$ cat src/rtl/rv_isa_pkg.sv
/*
 * RV32I instruction set definitions
 * Major opcodes, funct3 codes, operand source selects and the
 * instruction word with its R-type, I-type and branch/jump views
 */
package rv_isa_pkg;

  localparam int XLEN = 32;

  typedef enum logic [6:0] {
    OP     = 7'b0110011,
    OP_IMM = 7'b0010011,
    BRANCH = 7'b1100011,
    JAL    = 7'b1101111,
    JALR   = 7'b1100111,
    LUI    = 7'b0110111
  } opcode_e;

  typedef enum logic [2:0] {
    ADD_SUB = 3'b000,
    SLL     = 3'b001,
    SLT     = 3'b010,
    SLTU    = 3'b011,
    XOR     = 3'b100,
    SRL_SRA = 3'b101,
    OR      = 3'b110,
    AND     = 3'b111
  } f3_alu_e;

  typedef enum logic [2:0] {
    BEQ  = 3'b000,
    BNE  = 3'b001,
    BLT  = 3'b100,
    BGE  = 3'b101,
    BLTU = 3'b110,
    BGEU = 3'b111
  } f3_branch_e;

  typedef enum logic [1:0] {
    REG  = 2'd0,
    IMM  = 2'd1,
    ZERO = 2'd2,
    PC   = 2'd3
  } src_sel_e;

  typedef struct packed {
    logic [6:0] funct7;
    logic [4:0] rs2;
    logic [4:0] rs1;
    logic [2:0] funct3;
    logic [4:0] rd;
    opcode_e    opcode;
  } r_view_t;

  typedef struct packed {
    logic [11:0] imm;
    logic [4:0]  rs1;
    logic [2:0]  funct3;
    logic [4:0]  rd;
    opcode_e     opcode;
  } i_view_t;

  // B and J immediates share the sign and bits 10:5
  typedef struct packed {
    logic       imm_sign;
    logic [5:0] imm_10_5;
    logic [3:0] j_imm_4_1;
    logic       j_imm_11;
    logic [7:0] j_imm_19_12;
    logic [3:0] b_imm_4_1;
    logic       b_imm_11;
    opcode_e    opcode;
  } b_view_t;

  typedef union packed {
    r_view_t r_view;
    i_view_t i_view;
    b_view_t b_view;
  } instr_u;

endpackage

$ cat src/rtl/core_pipe_pkg.sv
/*
 * Core pipeline types
 * Register widths and the structs passed between decode,
 * execute, writeback and the fetch redirect path
 */
package core_pipe_pkg;
  import rv_isa_pkg::*;

  localparam int REG_AW   = 5;
  localparam int NUM_REGS = 32;

  typedef logic [REG_AW-1:0] raddr_t;
  typedef logic [XLEN-1:0]   word_t;

  typedef struct packed {
    logic       valid;
    word_t      pc;
    raddr_t     rs1_addr;
    raddr_t     rs2_addr;
    raddr_t     rd_addr;
    logic       we_rd;
    src_sel_e   rs1_sel;
    src_sel_e   rs2_sel;
    word_t      imm;
    logic [2:0] f3;
    logic       alt;
    logic       branch;
    logic       jump;
    logic       jalr;
  } id_ex_t;

  typedef struct packed {
    logic   valid;
    raddr_t rd_addr;
    logic   we_rd;
    word_t  result;
  } ex_wb_t;

  typedef struct packed {
    logic  req;
    word_t addr;
  } redirect_t;

endpackage

$ cat src/rtl/decode.sv
/*
 * Decode stage
 * Registers each accepted instruction and cracks it into
 * operand selects, immediate, ALU function and control flags
 */
module decode
  import rv_isa_pkg::*;
  import core_pipe_pkg::*;
(
  input  logic   clk,
  input  logic   rst_n_i,
  input  logic   stall_i,
  input  logic   instr_valid_i,
  input  instr_u instr_i,
  input  word_t  pc_i,
  input  logic   flush_i,
  output id_ex_t id_ex_o
);
  id_ex_t id_ex_q;
  id_ex_t dec;
  word_t  imm_i, imm_b, imm_j, imm_u;

  assign imm_i = {{20{instr_i.i_view.imm[11]}}, instr_i.i_view.imm};
  assign imm_u = {instr_i.i_view.imm, instr_i.i_view.rs1, instr_i.i_view.funct3, 12'h000};
  assign imm_b = {{19{instr_i.b_view.imm_sign}}, instr_i.b_view.imm_sign,
                  instr_i.b_view.b_imm_11, instr_i.b_view.imm_10_5,
                  instr_i.b_view.b_imm_4_1, 1'b0};
  assign imm_j = {{11{instr_i.b_view.imm_sign}}, instr_i.b_view.imm_sign,
                  instr_i.b_view.j_imm_19_12, instr_i.b_view.j_imm_11,
                  instr_i.b_view.imm_10_5, instr_i.b_view.j_imm_4_1, 1'b0};

  always_comb begin
    dec          = '0;
    dec.valid    = instr_valid_i;
    dec.pc       = pc_i;
    dec.rs1_addr = instr_i.r_view.rs1;
    dec.rs2_addr = instr_i.r_view.rs2;
    dec.rd_addr  = instr_i.r_view.rd;
    dec.f3       = instr_i.r_view.funct3;
    dec.rs1_sel  = REG;
    dec.rs2_sel  = REG;
    case (instr_i.r_view.opcode)
      OP: begin
        dec.we_rd = 1'b1;
        dec.alt   = instr_i.r_view.funct7[5];
      end
      OP_IMM: begin
        dec.we_rd   = 1'b1;
        dec.rs2_sel = IMM;
        dec.imm     = imm_i;
        // Bit 30 only selects SRAI, elsewhere it is immediate
        dec.alt     = (instr_i.r_view.funct3 == SRL_SRA) && instr_i.r_view.funct7[5];
      end
      LUI: begin
        dec.we_rd   = 1'b1;
        dec.rs1_sel = ZERO;
        dec.rs2_sel = IMM;
        dec.imm     = imm_u;
        dec.f3      = ADD_SUB;
      end
      BRANCH: begin
        dec.branch = 1'b1;
        dec.imm    = imm_b;
      end
      JAL: begin
        dec.we_rd   = 1'b1;
        dec.jump    = 1'b1;
        dec.rs1_sel = PC;
        dec.rs2_sel = IMM;
        dec.imm     = imm_j;
        dec.f3      = ADD_SUB;
      end
      JALR: begin
        dec.we_rd   = 1'b1;
        dec.jump    = 1'b1;
        dec.jalr    = 1'b1;
        dec.rs2_sel = IMM;
        dec.imm     = imm_i;
        dec.f3      = ADD_SUB;
      end
      default: ;
    endcase
    if (dec.rd_addr == '0) begin
      dec.we_rd = 1'b0;
    end
  end

  always_ff @(posedge clk) begin
    if (!rst_n_i) begin
      id_ex_q <= '0;
    end else if (!stall_i) begin
      id_ex_q <= flush_i ? id_ex_t'('0) : dec;
    end
  end

  assign id_ex_o = id_ex_q;

endmodule

$ cat src/rtl/regfile.sv
/*
 * Integer register file
 * 31 writable registers, two combinational read ports and one
 * write port fed from the execute result register
 */
module regfile
  import core_pipe_pkg::*;
(
  input  logic   clk,
  input  logic   rst_n_i,
  input  raddr_t rs1_addr_i,
  input  raddr_t rs2_addr_i,
  output word_t  rs1_data_o,
  output word_t  rs2_data_o,
  input  ex_wb_t wr_i
);
  word_t regs_q [NUM_REGS-1:1];

  always_ff @(posedge clk) begin
    if (!rst_n_i) begin
      for (int i = 1; i < NUM_REGS; i++) begin
        regs_q[i] <= '0;
      end
    end else if (wr_i.valid && wr_i.we_rd && (wr_i.rd_addr != '0)) begin
      regs_q[wr_i.rd_addr] <= wr_i.result;
    end
  end

  // x0 is hardwired
  assign rs1_data_o = (rs1_addr_i == '0) ? '0 : regs_q[rs1_addr_i];
  assign rs2_data_o = (rs2_addr_i == '0) ? '0 : regs_q[rs2_addr_i];

endmodule

$ cat src/rtl/execute.sv
/*
 * Execute stage
 * Operand selection with forwarding, ALU, branch and jump
 * evaluation, result register and registered fetch redirect
 */
module execute
  import rv_isa_pkg::*;
  import core_pipe_pkg::*;
(
  input  logic      clk,
  input  logic      rst_n_i,
  input  logic      stall_i,
  input  id_ex_t    id_ex_i,
  input  word_t     rs1_data_i,
  input  word_t     rs2_data_i,
  output ex_wb_t    ex_wb_o,
  output redirect_t redirect_o
);
  ex_wb_t    ex_wb_q, ex_wb_d;
  redirect_t redirect_q, redirect_d;
  word_t     op_a, op_b, alu_res, jump_tgt;
  logic      fwd_a, fwd_b;
  logic      take_branch;
  logic      squash;

  function automatic word_t src_mux(src_sel_e sel, word_t rdata, word_t imm, word_t pc);
    word_t val;
    case (sel)
      REG:     val = rdata;
      IMM:     val = imm;
      ZERO:    val = '0;
      PC:      val = pc;
      default: val = '0;
    endcase
    return val;
  endfunction

  function automatic logic branch_taken(f3_branch_e f3, word_t a, word_t b);
    logic taken;
    case (f3)
      BEQ:     taken = (a == b);
      BNE:     taken = (a != b);
      BLT:     taken = ($signed(a) < $signed(b));
      BGE:     taken = ($signed(a) >= $signed(b));
      BLTU:    taken = (a < b);
      BGEU:    taken = (a >= b);
      default: taken = 1'b0;
    endcase
    return taken;
  endfunction

  // Redirect cycle kills the instruction in the shadow slot
  assign squash = redirect_q.req;

  assign fwd_a = ex_wb_q.we_rd && (id_ex_i.rs1_sel == REG) &&
                 (ex_wb_q.rd_addr == id_ex_i.rs1_addr);
  assign fwd_b = ex_wb_q.we_rd && (id_ex_i.rs2_sel == REG) &&
                 (ex_wb_q.rd_addr == id_ex_i.rs2_addr);

  assign op_a = fwd_a ? ex_wb_q.result :
                src_mux(id_ex_i.rs1_sel, rs1_data_i, id_ex_i.imm, id_ex_i.pc);
  assign op_b = fwd_b ? ex_wb_q.result :
                src_mux(id_ex_i.rs2_sel, rs2_data_i, id_ex_i.imm, id_ex_i.pc);

  always_comb begin
    case (f3_alu_e'(id_ex_i.f3))
      ADD_SUB: alu_res = id_ex_i.alt ? (op_a - op_b) : (op_a + op_b);
      SLL:     alu_res = op_a << op_b[4:0];
      SLT:     alu_res = word_t'($signed(op_a) < $signed(op_b));
      SLTU:    alu_res = word_t'(op_a < op_b);
      XOR:     alu_res = op_a ^ op_b;
      SRL_SRA: alu_res = id_ex_i.alt ? word_t'($signed(op_a) >>> op_b[4:0]) :
                                       (op_a >> op_b[4:0]);
      OR:      alu_res = op_a | op_b;
      AND:     alu_res = op_a & op_b;
      default: alu_res = '0;
    endcase
  end

  assign take_branch = id_ex_i.branch && branch_taken(f3_branch_e'(id_ex_i.f3), op_a, op_b);
  assign jump_tgt    = id_ex_i.jalr ? {alu_res[XLEN-1:1], 1'b0} : alu_res;

  always_comb begin
    ex_wb_d.valid   = id_ex_i.valid && !squash;
    ex_wb_d.rd_addr = id_ex_i.rd_addr;
    ex_wb_d.we_rd   = id_ex_i.valid && id_ex_i.we_rd && !squash;
    // Link address for jumps
    ex_wb_d.result  = id_ex_i.jump ? (id_ex_i.pc + word_t'(4)) : alu_res;

    redirect_d.req  = id_ex_i.valid && !squash && (id_ex_i.jump || take_branch);
    redirect_d.addr = id_ex_i.jump ? jump_tgt : (id_ex_i.pc + id_ex_i.imm);
  end

  always_ff @(posedge clk) begin
    if (!rst_n_i) begin
      ex_wb_q    <= '0;
      redirect_q <= '0;
    end else if (!stall_i) begin
      ex_wb_q    <= ex_wb_d;
      redirect_q <= redirect_d;
    end
  end

  assign ex_wb_o = ex_wb_q;

  // A held redirect fires once the stall drops
  assign redirect_o.req  = redirect_q.req && !stall_i;
  assign redirect_o.addr = redirect_q.addr;

endmodule

$ cat src/rtl/ex_core_top.sv
/*
 * Integer core top level
 * Connects decode, register file and execute, and exposes the
 * retired writes and the fetch redirect
 */
module ex_core_top
  import rv_isa_pkg::*;
  import core_pipe_pkg::*;
(
  input  logic   clk,
  input  logic   rst_n_i,
  input  logic   stall_i,
  input  logic   instr_valid_i,
  input  instr_u instr_i,
  input  word_t  pc_i,
  output logic   instr_ready_o,
  output logic   wb_valid_o,
  output raddr_t wb_rd_o,
  output word_t  wb_data_o,
  output logic   fetch_req_o,
  output word_t  fetch_addr_o
);
  id_ex_t    id_ex;
  ex_wb_t    ex_wb;
  redirect_t redirect;
  word_t     rs1_data, rs2_data;

  decode u_decode (
    .clk           (clk),
    .rst_n_i       (rst_n_i),
    .stall_i       (stall_i),
    .instr_valid_i (instr_valid_i),
    .instr_i       (instr_i),
    .pc_i          (pc_i),
    .flush_i       (redirect.req),
    .id_ex_o       (id_ex)
  );

  regfile u_regfile (
    .clk        (clk),
    .rst_n_i    (rst_n_i),
    .rs1_addr_i (id_ex.rs1_addr),
    .rs2_addr_i (id_ex.rs2_addr),
    .rs1_data_o (rs1_data),
    .rs2_data_o (rs2_data),
    .wr_i       (ex_wb)
  );

  execute u_execute (
    .clk        (clk),
    .rst_n_i    (rst_n_i),
    .stall_i    (stall_i),
    .id_ex_i    (id_ex),
    .rs1_data_i (rs1_data),
    .rs2_data_i (rs2_data),
    .ex_wb_o    (ex_wb),
    .redirect_o (redirect)
  );

  assign instr_ready_o = ~stall_i;

  // we_rd is only set for valid, unsquashed writes
  assign wb_valid_o   = ex_wb.we_rd;
  assign wb_rd_o      = ex_wb.rd_addr;
  assign wb_data_o    = ex_wb.result;
  assign fetch_req_o  = redirect.req;
  assign fetch_addr_o = redirect.addr;

endmodule

$ cat config.mk
export PLATFORM = sky130hd
export DESIGN_NAME = ex_core_top
export DESIGN_NICKNAME = d
export VERILOG_FILES = /design/src/rtl/rv_isa_pkg.sv /design/src/rtl/core_pipe_pkg.sv /design/src/rtl/decode.sv /design/src/rtl/regfile.sv /design/src/rtl/execute.sv /design/src/rtl/ex_core_top.sv
export SDC_FILE = /design/constraint.sdc
export NUM_CORES = 2
export LEC_CHECK = 0
export BUFFER_PORTS_ARGS = -buffer_cell sky130_fd_sc_hd__buf_2
export CORE_MARGIN = 5
export CORE_UTILIZATION = 60
export CTS_CLUSTER_SIZE = 8
export DETAILED_ROUTE_END_ITERATION = 8
export PLACE_DENSITY_LB_ADDON = 0.25
export SYNTH_ARGS = -nofsm -noshare
export SYNTH_HDL_FRONTEND = slang
export SYNTH_SLANG_ARGS = --single-unit
$ cat constraint.sdc
create_clock -name clk -period 6.9 [get_ports clk]
set_input_delay 0.69 -clock clk [delete_from_list [all_inputs] [get_ports clk]]
set_output_delay 0.69 -clock clk [all_outputs]
set_load 0.005 [all_outputs]
* Yosys cells after proc, flatten, opt, wreduce, memory -nomap -nowiden
Memories as Yosys holds them, arrays and structs flattened. A register that Yosys moved wholly into a read port is not among the register bits. Index checks and enable logic that the tools add are counted.
Cells by class: $add $sub $neg 4, multiply operators 0, div/mod/pow operators 0, magnitude comparators 4, equality and inequality tests 24, shifts and indexed selects 3, mux-type cells 35, bitwise logic cells 4, reduce and logical (&&, ||, !) cells 29
Operators by type and width (count):
- $pmux 32 s4 | 3
- $mux 32 | 9
- $pmux 32 s8 | 1
- $mux 92 | 1
- $add 32x32->32 | 2
- $ge 32x32->1 | 2
- $lt 32x32->1 | 2
- $add 32x3->32 const B | 1
- $and 32x32->32 | 1
- $eq 32x32->1 | 1
- $ne 32x32->1 | 1
- $or 32x32->32 | 1
- $reduce_or 32->1 | 1
- $shl 32x5->32 | 1
- $shr 32x5->32 | 1
- $sshr 32x5->32 | 1
- $sub 32x32->32 | 1
- $xor 32x32->32 | 1
- $mux 5 | 5
- $eq 7x7->1 const B | 3
- $eq 3x3->1 const B | 5
- $logic_not 5->1 | 3
- $eq 7x6->1 const B | 2
- $logic_and 1x1->1 | 13
- 21 further kinds | 41
Word-level totals: flip-flop bits (word level) 164, bits in latches 0, bits in writable memories 992, memory bits (read-only) 0, input port bits 68, output and inout port bits 72, memories 1
Memory list:
- u_regfile.regs_q | words 31, bits a word 32, read ports 2, clocked after Yosys merged registers in 2, write ports 31, line regfile.sv:17 | word_t regs_q [NUM_REGS-1:1];

* Logic depth before layout (Yosys ltp)
depth in word-level cells 9, mapped depth 25

* Modules after synthesis
A second synthesis with hierarchy kept.
Second synthesis, totals: cell total of the unflattened synthesis 6199, area, all modules 74116.1 um2
Modules (own cells, without submodules):
- regfile | instances 1, cells each 3496, area each 54133.2 um2, seq. area each 30749.5 um2
- execute | instances 1, cells each 2341, area each 16325.7 um2, seq. area each 1441.4 um2
- decode | instances 1, cells each 361, area each 3653.5 um2, seq. area each 1821.7 um2
- ex_core_top | instances 1, cells each 1, area each 3.8 um2, seq. area each 0.0 um2

* Worst setup path before layout
Ideal clock, no wire load.
kind register to register, start reg (tool-made name), end reg u_execute.redirect_q, in the netlist u_execute.redirect_o[28], library setup time 0.129 ns, arrival 6.206 ns, setup slack 0.565 ns, stages on the path, launching flop included 25, cell sequence dfxtp_1 -> buf_6 -> buf_6 -> buf_1 -> clkbuf_1 -> buf_1 -> mux4_2 -> mux4_2 -> mux2i_1 -> o211ai_1 -> o21ai_0 -> ha_1 -> clkbuf_1 -> or3_1 -> nor3_1 -> o31a_1 -> o2111ai_1 -> a2111oi_0 -> nor3_1 -> o31ai_1 -> a221oi_1 -> xnor2_1 -> nor2_1 -> nor4_1 -> o21ai_0
RTL lines:
- end signal: assignment | line execute.sv:100 | redirect_q <= redirect_d;
- end: declaration | line execute.sv:20 | redirect_t redirect_q, redirect_d;

==> results.yml <==
critical_path:
  reg2reg_slack_ns: 0.03
  crit_fanout: 35
  path_class: "reg2reg"
  cp-start-kind: "register"
  setup.worst_path.end_class: "register"
  worstPathArrival_ns: 7.54
  ff2ff_path_depth: 22
  rr_endpoint: "u_execute.redirect_o[17]$_SDFFE_PN0N_"
  cp.required_ns: 7.58
min_path:
  hp-class: "in2reg"
  worstHoldPathCells: 3
  worstHoldEndpoint: "u_decode.id_ex_o[90]$_SDFFE_PN0N_"
  min-delay-start: "pc_i[31]"
detailed_routing:
  postRouteAntennaNets: 0
  drtPass1Iterations: 8
  routed_wirelength_um: 308600
  drtIter0Drc: 10623
  viasPerCell: 7.442
  drcViolationCount: 0
  wl_per_cell_um: 38.08
  vias: 60301
floorplan:
  dieArea_sq_mm: 0.1302
  rows: 128
  die_x_um: 360.8
  fp.dieH_um: 360.8
  start_util_pct: 60.52
  core_area_sq_mm: 0.1220
  io_pins: 140
clocking:
  cts.sink_count: 1197
  path_clk_slew_ns: 0.05
  root_buffer: "clkbuf_16"
  h-tree-depth: 4
  insertion_delay_ns: 0.81
  cts_made_buffers: 169
  holdBufCountCts: 0
  clk_path_buf_depth: 3
  cts_tree: "yes"
logic_synthesis:
  yosysTopAreaCell: "edfxtp_1"
  synth_fa_ha_area_share_pct: 2.267
  syn_inst: 6329
  synthTopCellsByArea: "edfxtp_1 42%, mux4_2 13%, and2_1 8.5%"
  ys_ff_latch: 1197
  yosysSeqAreaShare_pct: 46.33
  synth-simple-area-share_pct: 13.76
  synth-compound-area-share_pct: 11.99
  synth_edf_count: 1024
  synth-xor-area-share_pct: 1.115
  synth_top_family_by_area: "multiplexers"
  async_flop_share_pct: 0
  synth_top_area_share_pct: 41.64
  synthMuxAreaShare_pct: 20.20
  synthFlopType: "edfxtp_1"
  syn-cell-area_sq_mm: 0.07385
  ys_warn_count: 0
  synth_cell_types: 98
  syn_area_per_cell_sq_um: 11.67
power_and_ir_drop:
  power_density_mw_per_mm2: 257.4
  ir_worst_vdd_mv: 0.2743
  p_leak_uw: 0.02999
sta:
  fin_hold_ws_ns: 0.1260
  period_needed_ns: 6.869
  finalSetupViolCount: 0
  fin_crit_sh_pct: 99.55
  hold_violations: 0
  relSlewSlack_pct: 2.120
  clock.fmax_mhz: 145.6
  slew_violations: 0
  worst_pin_slew_ns: 1.468
  final.setup_skew_ns: 0.06503
placed_design:
  dpl.cell_count: 7876
  dpl.hpwl_um: 204300
  placed_area_sq_mm: 0.07751
  port_buffers: 139
  place_congestion: 1.131
grt:
  grt_pass1_vias: 58215
  grt_overflow: 0
  track_usage_pct: 46.54
  grt_max_degree: 77
  grt_pass1_wl_um: 432400
  antenna_found_initial: 25
final_layout:
  syn2layout_area_growth_pct: 11.40
  final_cell_area_sq_mm: 0.08227
  fin_nets: 6623
  fin_cells: 8103
  drive_above_1_share_pct: 20.16
flow_run:
  drv_cap: 0
run_status:
  status: "complete, no violations"
## timing repair
action	in CTS	in global routing
gates resized for setup	0	7
setup buffers	0	1
endpoints found under the setup margin	0	21
endpoints found under the hold margin	0	0
## sequential cells by signal (all words and copies together), names as in the netlist, named ones only
name,count
u_decode.id_ex_o,91
u_execute.ex_wb_o,39
u_execute.redirect_o,32
u_execute.squash,1
u_regfile.regs_q,1024
## final cells by class
cell class	count	area (sq um)
multi-input cells	4427	37060
well taps	1625	2033
clock inverters	16	306.5
clock buffers	195	4368
diodes	15	37.54
inverters	120	456.7
flip-flops and latches	1197	34240
fillers	8943	39770
repair buffers	508	3762
## metrics by stage
step / TNS, ns / worst slack, ns / power [uW] / util (%)
after floorplan: 0 / 0.5648 / 11190 / -
after global placement: 0 / 0.05956 / 13280 / 63.52
after detailed placement: 0 / 0.1040 / 13300 / 63.52
after CTS: 0 / 0.003523 / 20830 / 67.35
after global routing: -0.03339 / -0.03339 / 21610 / 67.39
final: 0 / 0.03112 / 21180 / 67.41
## placed cells by master, fill, tap and decap left out, types with 30 or more instances in the layout
cell type / n
edfxtp_1: 1024
and2_1: 1007
mux2i_1: 506
mux4_2: 415
buf_4: 347
o21ai_0: 299
a21oi_1: 295
nor2_1: 287
a22oi_1: 238
nand2_1: 237
clkbuf_16: 170
dfxtp_1: 161
buf_2: 137
ha_1: 129
inv_1: 109
xnor2_1: 61
o211ai_1: 56
o22ai_1: 55
a211oi_1: 49
nand3_1: 49
mux2_2: 45
nor3_1: 44
nor2b_1: 37
a21o_1: 35
xor2_1: 33
conb_1: 32
a31oi_1: 30
## where the power goes
group | internal [uW] | switching [uW] | total, uW
Combinational | 1730 | 3400 | 5130
Sequential | 8140 | 264 | 8400
Clock | 4490 | 3150 | 7650
Total | 14400 | 6810 | 21200
## layer usage
| layer | vias to the layer above | global-route usage [%] | part of all wire, % |
|---|---|---|---|
| met5 | - | 0.7625 | 0.058 |
| met4 | 22 | 31.95 | 8.7 |
| met3 | 1437 | 19.14 | 15 |
| met2 | 5390 | 69.09 | 43 |
| met1 | 29530 | 55.50 | 33 |
| li1 | 23922 | - | - |
## critical path: stages, from the launching register on
cell and delay, ns:
dfxtp_4 0.77, buf_12 0.35, mux4_2 0.40, mux4_2 0.47, mux2i_1 0.32, o211ai_1 0.13
o21ai_0 0.33, ha_1 0.26, buf_4 0.17, nand2b_1 0.13, a21oi_1 0.06, o21ai_0 0.55
o211ai_1 0.21, buf_4 0.24, o21ai_0 0.15, a21o_1 0.17, a21oi_1 0.08, o41ai_1 0.56
xnor2_1 0.20, nor2_1 0.13, nor4b_1 0.70, buf_4 0.22, o21ai_1 0.06
## cell families after synthesis
family | after synthesis
other cells | 1
buf+inv | 736
fa+ha+maj | 132
simple gates | 1851
mux | 966
flops | 1197
xor+xnor | 94
compound gates | 1352
## worst max path at each step
stage	end	slack (ns)	start
4_1_cts	u_execute.ex_wb_o[29]$_SDFFE_PN0N_	0.004	register
6_report	u_execute.redirect_o[17]$_SDFFE_PN0N_	0.03	register
2_1_floorplan	u_execute.redirect_o[28]$_SDFFE_PN0N_	0.56	register
3_5_place_dp	u_execute.ex_wb_o[29]$_SDFFE_PN0N_	0.10	register
3_3_place_gp	u_execute.redirect_o[31]$_SDFFE_PN0N_	0.06	register
5_1_grt	u_execute.redirect_o[17]$_SDFFE_PN0N_	-0.03	register
## synth_stat cells, types with 35 or more instances
cell,number
edfxtp_1,1024
and2_1,1008
mux2i_1,506
clkbuf_1,418
mux4_2,415
o21ai_0,327
nor2_1,320
a21oi_1,296
a22oi_1,238
nand2_1,238
dfxtp_1,173
ha_1,129
inv_1,111
buf_4,76
buf_2,61
xnor2_1,61
o211ai_1,56
o22ai_1,55
a211oi_1,50
buf_1,50
nand3_1,49
nor3_1,48
mux2_2,45
nor2b_1,39
a21o_1,35
Power figures use the tool's default switching activity.
